<file path="config.mk">
export PLATFORM = sky130hd
export DESIGN_NAME = bnn_alu
export DESIGN_NICKNAME = d
export VERILOG_FILES = /design/src/verilog/bnn_op_pkg.sv /design/src/verilog/bnn_geom_pkg.sv /design/src/verilog/bnn_ctrl_if.sv /design/src/verilog/bnn_alu.sv /design/src/verilog/bnn_result.sv /design/src/verilog/weight_bank.sv /design/src/verilog/ifmap_window.sv /design/src/verilog/bnn_ctrl.sv
export SDC_FILE = /design/constraint.sdc
export NUM_CORES = 1
export LEC_CHECK = 0
export ABC_AREA = 0
export BUFFER_PORTS_ARGS = -buffer_cell sky130_fd_sc_hd__buf_4
export CAP_MARGIN = 30
export CORE_MARGIN = 2
export CORE_UTILIZATION = 25
export CTS_CLUSTER_SIZE = 28
export DETAILED_ROUTE_END_ITERATION = 16
export PLACE_DENSITY = 0.52
export SLEW_MARGIN = 25
export SYNTH_ARGS = -nofsm -noshare
export SYNTH_HDL_FRONTEND = slang
export SYNTH_SLANG_ARGS = --single-unit
</file>
<file path="constraint.sdc">
create_clock -name clk -period 6.7 [get_ports clk]
set_clock_uncertainty 0.15 [all_clocks]
set_input_delay 1.005 -clock clk [delete_from_list [all_inputs] [get_ports clk]]
set_output_delay 1.005 -clock clk [all_outputs]
set_load 0.02 [all_outputs]
</file>
<file path="src/verilog/bnn_op_pkg.sv">
`default_nettype none

package bnn_op_pkg;

    // codes 2 and 3 have no datapath and give a zero result
    typedef enum logic [1:0] {
        OP_CONV = 2'd0,
        OP_POOL = 2'd1
    } op_e;

    // output mux select
    typedef enum logic [1:0] {
        SEL_ZERO = 2'd0,
        SEL_CONV = 2'd1,
        SEL_POOL = 2'd2
    } result_sel_e;

endpackage

`default_nettype wire

</file>
<file path="src/verilog/bnn_geom_pkg.sv">
`default_nettype none

package bnn_geom_pkg;

    // window side and cell count
    localparam int WIN_DIM   = 5;
    localparam int WIN_CELLS = WIN_DIM * WIN_DIM;

    // signed result width, holds -25 .. 25
    localparam int MAC_W = 6;

    // cell index is row * WIN_DIM + column, column 4 is the entry edge
    typedef logic [WIN_CELLS-1:0] window_bits_t;

    // one bit per row, as entered in one shift
    typedef logic [WIN_DIM-1:0] row_bits_t;

    // bit n set means a kernel of size n+1
    typedef logic [WIN_DIM-1:0] kernel_onehot_t;

    // 1, 4, 9, 16 or 25
    typedef logic [$clog2(WIN_CELLS+1)-1:0] kernel_area_t;

    typedef logic signed [MAC_W-1:0] mac_t;

endpackage

`default_nettype wire
</file>
<file path="src/verilog/bnn_ctrl_if.sv">
`timescale 1ns/100ps
`default_nettype none

interface bnn_ctrl_if import bnn_geom_pkg::*, bnn_op_pkg::*; ();

    logic         shift_en;
    logic         shift_zero;
    logic         weight_load_en;
    logic         weight_fill;
    window_bits_t kernel_mask;
    kernel_area_t kernel_area;
    result_sel_e  result_sel;

    modport ctrl (
        output shift_en, shift_zero, weight_load_en, weight_fill,
        output kernel_mask, kernel_area, result_sel
    );

    modport window (input shift_en, shift_zero, kernel_mask);

    modport weights (input weight_load_en, weight_fill, kernel_mask);

    modport result (input kernel_area, result_sel);

endinterface

`default_nettype wire

</file>
<file path="src/verilog/bnn_alu.sv">
`timescale 1ns/100ps
`default_nettype none

module bnn_alu import bnn_geom_pkg::*, bnn_op_pkg::*; (
    input  logic           clk,
    input  logic           rst_n,
    input  logic           enable,
    input  logic           load_ifmaps,
    input  logic           load_weight,
    input  row_bits_t      ifmap_col,
    input  window_bits_t   weight_in,
    input  op_e            operation,
    input  kernel_onehot_t kernel_size,
    output mac_t           mac_out
);

    window_bits_t ifmap_cells;
    window_bits_t weight_cells;

    bnn_ctrl_if ctrl_bus ();

    bnn_ctrl i_bnn_ctrl (
        .enable      (enable),
        .load_ifmaps (load_ifmaps),
        .load_weight (load_weight),
        .operation   (operation),
        .kernel_size (kernel_size),
        .cif         (ctrl_bus)
    );

    ifmap_window i_ifmap_window (
        .clk         (clk),
        .rst_n       (rst_n),
        .ifmap_col   (ifmap_col),
        .cif         (ctrl_bus),
        .ifmap_cells (ifmap_cells)
    );

    weight_bank i_weight_bank (
        .clk          (clk),
        .rst_n        (rst_n),
        .weight_in    (weight_in),
        .cif          (ctrl_bus),
        .weight_cells (weight_cells)
    );

    // combinational, so register updates show up right after the edge
    bnn_result i_bnn_result (
        .ifmap_cells  (ifmap_cells),
        .weight_cells (weight_cells),
        .cif          (ctrl_bus),
        .mac_out      (mac_out)
    );

endmodule

`default_nettype wire

</file>
<file path="src/verilog/bnn_result.sv">
`timescale 1ns/100ps
`default_nettype none

module bnn_result import bnn_geom_pkg::*, bnn_op_pkg::*; (
    input  window_bits_t ifmap_cells,
    input  window_bits_t weight_cells,
    bnn_ctrl_if.result   cif,
    output mac_t         mac_out
);

    window_bits_t match;
    logic [1:0]   sum_l1 [12];
    logic [2:0]   sum_l2 [6];
    logic [3:0]   sum_l3 [3];
    logic [4:0]   sum_l4 [2];
    logic [4:0]   match_cnt;
    mac_t         conv_val;
    mac_t         pool_val;

    assign match = ifmap_cells ~^ weight_cells;

    // popcount tree, cell 24 joins at level 4
    always_comb begin
        for (int i = 0; i < 12; i++) begin
            sum_l1[i] = 2'(match[2*i]) + 2'(match[2*i + 1]);
        end
        for (int i = 0; i < 6; i++) begin
            sum_l2[i] = 3'(sum_l1[2*i]) + 3'(sum_l1[2*i + 1]);
        end
        for (int i = 0; i < 3; i++) begin
            sum_l3[i] = 4'(sum_l2[2*i]) + 4'(sum_l2[2*i + 1]);
        end
        sum_l4[0] = 5'(sum_l3[0]) + 5'(sum_l3[1]);
        sum_l4[1] = 5'(sum_l3[2]) + 5'(match[WIN_CELLS-1]);
        match_cnt = sum_l4[0] + sum_l4[1];
    end

    // matches minus mismatches over the kernel
    assign conv_val = mac_t'({match_cnt, 1'b0}) - mac_t'({1'b0, cif.kernel_area});

    assign pool_val = mac_t'({{(MAC_W-1){1'b0}}, |ifmap_cells});

    always_comb begin
        case (cif.result_sel)
            SEL_CONV: mac_out = conv_val;
            SEL_POOL: mac_out = pool_val;
            default:  mac_out = '0;
        endcase
    end

    // holds only while no cell outside the mask matches
    always_comb begin
        assert final (cif.result_sel != SEL_CONV || (mac_out >= -25 && mac_out <= 25))
            else $error("bnn_result: convolution result %0d out of range", mac_out);
    end

endmodule

`default_nettype wire

</file>
<file path="src/verilog/weight_bank.sv">
`timescale 1ns/100ps
`default_nettype none

module weight_bank import bnn_geom_pkg::*; (
    input  logic         clk,
    input  logic         rst_n,
    input  window_bits_t weight_in,
    bnn_ctrl_if.weights  cif,
    output window_bits_t weight_cells
);

    window_bits_t load_val;

    // unmasked cells hold 1 so a zero ifmap bit there never matches
    always_comb begin
        load_val = weight_in | ~cif.kernel_mask | {WIN_CELLS{cif.weight_fill}};
    end

    always_ff @(posedge clk or negedge rst_n) begin
        if (!rst_n) begin
            weight_cells <= '1;
        end else if (cif.weight_load_en) begin
            weight_cells <= load_val;
        end
    end

endmodule

`default_nettype wire

</file>
<file path="src/verilog/ifmap_window.sv">
`timescale 1ns/100ps
`default_nettype none

module ifmap_window import bnn_geom_pkg::*; (
    input  logic         clk,
    input  logic         rst_n,
    input  row_bits_t    ifmap_col,
    bnn_ctrl_if.window   cif,
    output window_bits_t ifmap_cells
);

    window_bits_t shifted;

    // each row moves one column toward column 0
    always_comb begin
        for (int r = 0; r < WIN_DIM; r++) begin
            for (int c = 0; c < WIN_DIM; c++) begin
                if (c == WIN_DIM - 1) begin
                    shifted[r*WIN_DIM + c] = cif.shift_zero ? 1'b0 : ifmap_col[r];
                end else begin
                    shifted[r*WIN_DIM + c] = ifmap_cells[r*WIN_DIM + c + 1];
                end
            end
        end
    end

    // clearing unmasked cells gives the zero padding
    always_ff @(posedge clk or negedge rst_n) begin
        if (!rst_n) begin
            ifmap_cells <= '0;
        end else if (cif.shift_en) begin
            ifmap_cells <= shifted & cif.kernel_mask;
        end
    end

    // bits pushed past the kernel's left edge must be gone
    assert property (@(posedge clk) disable iff (!rst_n)
        cif.shift_en |=> (ifmap_cells & ~$past(cif.kernel_mask)) == '0)
        else $error("ifmap_window: cell outside kernel mask set after shift");

endmodule

`default_nettype wire

</file>
<file path="src/verilog/bnn_ctrl.sv">
`timescale 1ns/100ps
`default_nettype none

module bnn_ctrl import bnn_geom_pkg::*, bnn_op_pkg::*; (
    input  logic           enable,
    input  logic           load_ifmaps,
    input  logic           load_weight,
    input  op_e            operation,
    input  kernel_onehot_t kernel_size,
    bnn_ctrl_if.ctrl       cif
);

    logic [2:0]   k_dim;
    window_bits_t mask;

    // highest set bit wins, all zero falls back to 1x1
    always_comb begin
        k_dim = 3'd1;
        for (int n = 0; n < WIN_DIM; n++) begin
            if (kernel_size[n]) begin
                k_dim = 3'(n + 1);
            end
        end
    end

    // rows 0..k-1, rightmost k columns
    always_comb begin
        for (int r = 0; r < WIN_DIM; r++) begin
            for (int c = 0; c < WIN_DIM; c++) begin
                mask[r*WIN_DIM + c] = (r < k_dim) && (c >= WIN_DIM - k_dim);
            end
        end
    end

    assign cif.kernel_mask    = mask;
    assign cif.kernel_area    = kernel_area_t'(k_dim) * kernel_area_t'(k_dim);
    assign cif.shift_en       = load_ifmaps;
    assign cif.shift_zero     = ~enable;
    // weights only load for convolution
    assign cif.weight_load_en = load_weight && (operation == OP_CONV);
    assign cif.weight_fill    = ~enable;

    always_comb begin
        if (!enable) begin
            cif.result_sel = SEL_ZERO;
        end else begin
            case (operation)
                OP_CONV: cif.result_sel = SEL_CONV;
                OP_POOL: cif.result_sel = SEL_POOL;
                default: cif.result_sel = SEL_ZERO;
            endcase
        end
    end

    // multi-hot size would decode differently from the area and mask seen downstream
    always_comb begin
        assert final (!enable || $onehot0(kernel_size))
            else $error("bnn_ctrl: multi-hot kernel_size %b while enabled", kernel_size);
    end

endmodule

`default_nettype wire

</file>
==> metrics.txt, run 1 <==
max-slew violations 0; most frequent cell after synthesis inv_1; Setup Crit Path Kind register to output port; nets 470; placer congestion estimate 0.785; synth top area cells dfstp_2, dfrtp_1, fa_1; failing checks setup timing; Hold Slack 0.358 ns; critical path arrival 5.63 ns; Yosys Warn Count 0; asr flop ratio synth 100%; hold endpoint i_weight_bank.weight_cells[4]; Finished Layout Cells 572; total of max-cap violations 0; dominant cell type by area after synthesis dfstp_2; number of synthesized flops with an enable pin 0; final hold viol count 0; final worst slack -0.0855 ns; sequential fraction of the synthesis area 38.5%; post-route antenna net violation count 0; vias in the first global route 2642; worst hold start i_weight_bank.weight_cells[4]; worst endpoint required time 5.54 ns; Slew @ Worst Pin 0.645 ns; Worst-path clk slew 0.06 ns; CTS tree built; flop2flop setup slack 5.67 ns; cell count after placement 563; core box area 13100 um2; via/cell ratio 4.41; global-route wire length before repair 13800 um; HPWL after detailed placement 6200 um; status finished, violations left; Port-buffer cells 46; Detailed Route WL 8240 um; Worst Setup End Kind output port; routed vias 2520; Primary FF master, synth dfstp_2; drt pass-1 iters 4; H-tree levels 2; die span in x 119 um; drt first-iter violations 128; RSZ-0062 raised after global routing true; std cell rows 42; Routed wire per std cell 14.4 um; Ant. Diodes 0; Top-Level Pins 48; P&R area growth vs syn 24.7%; Worst Setup Start Kind register; share of layout cells above drive strength 1 28.0%; top post-synthesis cells by count inv_1, nor2_1, dfrtp_1, dfstp_2, o21ai_0; global route overflow 0; worst reg-to-reg path cell count 2; clock tree buffer depth 2; #FFs+latches synth 50; Root Buffer clkbuf_16; GR Util All Layers 12.2%; DIE AREA 14300 um2; Post-Syn Area per Cell 9.66 um2; top cell type's share of synthesized area 19.7%; min Tclk post-route 6.79 ns; Distinct cells, synth 50; Final Cell Area 4160 um2; crit-path max FO 3; Syn Std Cell Area 3330 um2; # setup viols final 3; # clock sinks 50; Residual DRC 0; die height 119 um; Slew headroom 57.0%; Cells on Worst Hold Path 2; fmax 0.147 GHz; CTS buffer count 5; maximum number of pins on one net before global-route repair 51; Synthesized Nets 420; Mapped Cells 345; placed cell area 3890 um2; Initial Util 25.4%; initial antenna violation count 0; period utilisation layout 101%; Hold WC Path Type register to register; worst r2r src i_ifmap_window.ifmap_cells[4]; RR Endpoint i_ifmap_window.ifmap_cells[4]; clock insertion delay at the later pin of the skew report 0.29 ns
[kinds of logic (layout without fill, tap and decap cells)]
logic type / Yosys count / in the layout / share of synthesized area, %
mux: 1 / 1 / 0.300
flops: 50 / 50 / 38.5
compound gates: 72 / 72 / 14.6
fa+ha+maj: 33 / 33 / 16.4
simple gates: 96 / 96 / 15.1
xor+xnor: 27 / 27 / 7.09
buf+inv: 66 / 117 / 8.00
[routing by layer]
| metal | vias to the layer above | wire (um) | global-route usage (%) |
|---|---|---|---|
| met5 | - | 0 | 0 |
| met3 | 4 | 434 | 2.06 |
| met2 | 63 | 3850 | 19.8 |
| met1 | 1205 | 3910 | 17.2 |
| met4 | 0 | 46 | 2.21 |
| li1 | 1248 | - | - |
[worst max-delay path, stage by stage, from the launching register on]
cell and delay [ns]:
dfstp_2 0.55, xnor2_2 0.08, fa_1 0.55, inv_2 0.04, fa_1 0.50, fa_1 0.52
inv_2 0.05, fa_1 0.53, inv_1 0.05, fa_1 0.46, fa_2 0.36, inv_2 0.07
fa_1 0.45, ha_4 0.30, a21bo_4 0.22, a31oi_4 0.19, nor3_1 0.07, nor3_1 0.18
buf_4 0.18
[metrics by stage]
step / setup TNS (ns) / setup WS, ns / util (%)
2_1_floorplan: 0 / 0.0566 / -
3_3_place_gp: -0.0139 / -0.0139 / 29.6
3_5_place_dp: -0.268 / -0.124 / 29.6
4_1_cts: -0.423 / -0.189 / 31.6
5_1_grt: -0.705 / -0.251 / 31.6
6_report: -0.176 / -0.0855 / 31.6
[cell usage in the layout, fill, tap and decap left out, types with 6 or more instances in the layout]
cell,synthesis,final
a21oi_1,16,16
inv_1,52,49
xor2_1,14,14
dfstp_2,25,25
fa_1,18,17
nand2b_1,6,6
dfrtp_1,25,25
o21ai_0,24,23
nand2_1,10,10
nor3_1,7,7
xnor2_1,13,10
nand3_1,18,18
ha_1,15,14
o22a_1,9,9
buf_4,1,54
nor2_1,29,29
[timing repair]
action | CTS | global route
buffers inserted | 1 | 1
pin swaps | 15 | 4
gates cloned | 0 | 0
setup endpoints to repair | 4 | 4
hold buffers | 0 | 0
gates resized for setup | 18 | 2
[worst max path at each step]
stage                       endpoint                            from  cells after the start
final                     mac_out[3]  i_weight_bank.weight_cells[19]                     18
after global routing      mac_out[3]  i_weight_bank.weight_cells[19]                     18
after CTS                 mac_out[5]  i_weight_bank.weight_cells[19]                     18
after detailed placement  mac_out[3]   i_weight_bank.weight_cells[0]                     17
after global placement    mac_out[3]   i_weight_bank.weight_cells[0]                     17
after floorplan           mac_out[3]   i_weight_bank.weight_cells[0]                     16
[area by class of cell]
| class | count | area, um2 |
|---|---|---|
| multi-input combinational | 229 | 1870 |
| inverter | 54 | 203 |
| fill | 1399 | 8980 |
| sequential | 50 | 1280 |
| clock inverter | 1 | 30.0 |
| tap | 176 | 220 |
| timing repair buffer | 55 | 417 |
| clock buffer | 7 | 133 |
[registers in the layout, indices dropped and copies added (netlist names)]
signal,cells
i_ifmap_window.ifmap_cells,25
i_weight_bank.weight_cells,25
Power of run 1 is not shown: default switching activity piles up to over one toggle a cycle in this logic, so the estimate is an artifact.
==> run 2, diff against run 1 <==
--- a/config.mk
+++ b/config.mk
@@ -8,11 +8,10 @@
 export ABC_AREA = 0
 export BUFFER_PORTS_ARGS = -buffer_cell sky130_fd_sc_hd__buf_4
 export CAP_MARGIN = 30
-export CORE_MARGIN = 2
+export CORE_MARGIN = 3
 export CORE_UTILIZATION = 25
 export CTS_CLUSTER_SIZE = 28
 export DETAILED_ROUTE_END_ITERATION = 16
-export PLACE_DENSITY = 0.52
 export SLEW_MARGIN = 25
 export SYNTH_ARGS = -nofsm -noshare
 export SYNTH_HDL_FRONTEND = slang
==> metrics.txt, run 2 (synthesis gave the netlist of run 1 again) <==
status finished, violations left; failing checks setup timing; multi-input logic area 1900 um2; die span in x 121 um; P&R area growth vs syn 26.7%; nets 475; # setup viols final 3; vias in the first global route 2748; die height 121 um; max-slew violations 0; worst reg-to-reg path cell count 3; Ant. Diodes 0; most common cell after layout, fill and taps aside buf_4; CTS buffer count 5; H-tree levels 2; routed vias 2572; Final Core Density 32.9%; critical path arrival 5.71 ns; Residual DRC 0; RR Endpoint i_ifmap_window.ifmap_cells[12]; clock tree buffer depth 2; Worst-path clk slew 0.06 ns; worst hold start i_weight_bank.weight_cells[12]; final hold viol count 0; hold endpoint i_weight_bank.weight_cells[12]; HPWL after detailed placement 6310 um; Slew @ Worst Pin 0.638 ns; final worst slack -0.164 ns; Initial Util 26.0%; RSZ-0062 raised after global routing true; worst r2r src i_ifmap_window.ifmap_cells[13]; Port-buffer cells 46; register area 1280 um2; worst endpoint required time 5.54 ns; total of max-cap violations 0; global route overflow 0; Cells on Worst Hold Path 2; drt pass-1 iters 5; leading registers by flop count i_ifmap_window.ifmap_cells (25), i_weight_bank.weight_cells (25); std cell rows 41; CTS tree built; post-route antenna net violation count 0; placer congestion estimate 0.800; Setup Crit Path Kind register to output port; most frequent cells in the layout buf_4, inv_1, nor2_1, dfrtp_1, dfstp_2; maximum number of pins on one net before global-route repair 51; Routed wire per std cell 14.5 um; Worst Setup Start Kind register; DIE AREA 14800 um2; core box area 12800 um2; GR Util All Layers 11.8%; Fillers 1345; Top-Level Pins 48; Hold WC Path Type register to register; fmax 0.146 GHz; flop2flop setup slack 5.66 ns; via/cell ratio 4.49; global-route wire length before repair 13800 um; period utilisation layout 102%; share of layout cells above drive strength 1 29.9%; Root Buffer clkbuf_16; Slew headroom 57.5%; drt first-iter violations 148; crit-path max FO 2; min Tclk post-route 6.86 ns; clock insertion delay at the later pin of the skew report 0.28 ns; initial antenna violation count 0; Detailed Route WL 8340 um; cts hold-fix bufs 0; Worst Setup End Kind output port; # clock sinks 50
## run 2: cell types whose count changed in the layout (fill, tap and decap cells not counted)
cell | previous run | this run
buf_4 | 54 | 58
nor3_1 | 7 | 3
nor3_2 | 0 | 4
buf_6 | 1 | 2
xnor2_2 | 3 | 2
xnor2_4 | 0 | 1
## run 2: worst max-delay path by stage
stage	to	startpoint	slack, ns
floorplan	mac_out[3]	i_weight_bank.weight_cells[0]	0.06
global placement	mac_out[3]	i_weight_bank.weight_cells[0]	0.005
detailed placement	mac_out[3]	i_weight_bank.weight_cells[0]	-0.07
CTS	mac_out[5]	i_weight_bank.weight_cells[19]	-0.18
global route	mac_out[5]	i_weight_bank.weight_cells[19]	-0.35
finish	mac_out[5]	i_weight_bank.weight_cells[19]	-0.16
## run 2: routing by layer
metal,routed length [um],GRT usage (%),vias up
met2,3940,19.1,60
met1,3960,16.8,1250
met4,65,2.10,0
met3,369,2.19,8
li1,-,-,1254
met5,0,0,-
## run 2: cell type report
class	count	share of cell area, %
timing repair buffer	60	10.8
multi-input combinational	229	45.0
inverter	54	4.80
tap	172	5.10
clock buffer	7	3.14
clock inverter	1	0.711
sequential	50	30.4
## run 2: repair_timing
item / in CTS / in global routing
setup endpoints to repair: 4 / 4
pin swaps: 18 / 2
buffers inserted: 4 / 1
resized for setup: 19 / 6
## run 2: worst max-delay path: stages, from the launching register on
cell and delay [ns]:
dfstp_2 0.55, xnor2_2 0.07, fa_1 0.55, inv_2 0.04, fa_1 0.50, fa_1 0.51, inv_2 0.04, fa_1 0.54
inv_1 0.05, fa_1 0.46, fa_2 0.35, inv_2 0.07, fa_1 0.45, ha_4 0.23, a21bo_4 0.19, a31oi_4 0.05
o41ai_4 0.37, mux2i_1 0.23, buf_4 0.16
## run 2: metrics by stage
step	instances	setup slack, ns	hold WS, ns	setup TNS, ns	area, um2
global placement	560	0.00530	0.349	0	3900
finish	573	-0.164	0.360	-0.363	4220
floorplan	345	0.0566	0.338	0	3330
CTS	572	-0.182	0.363	-0.440	4180
detailed placement	560	-0.0741	0.349	-0.159	3900
global route	573	-0.354	0.374	-0.916	4220
Power of run 2 is left out for the same reason.
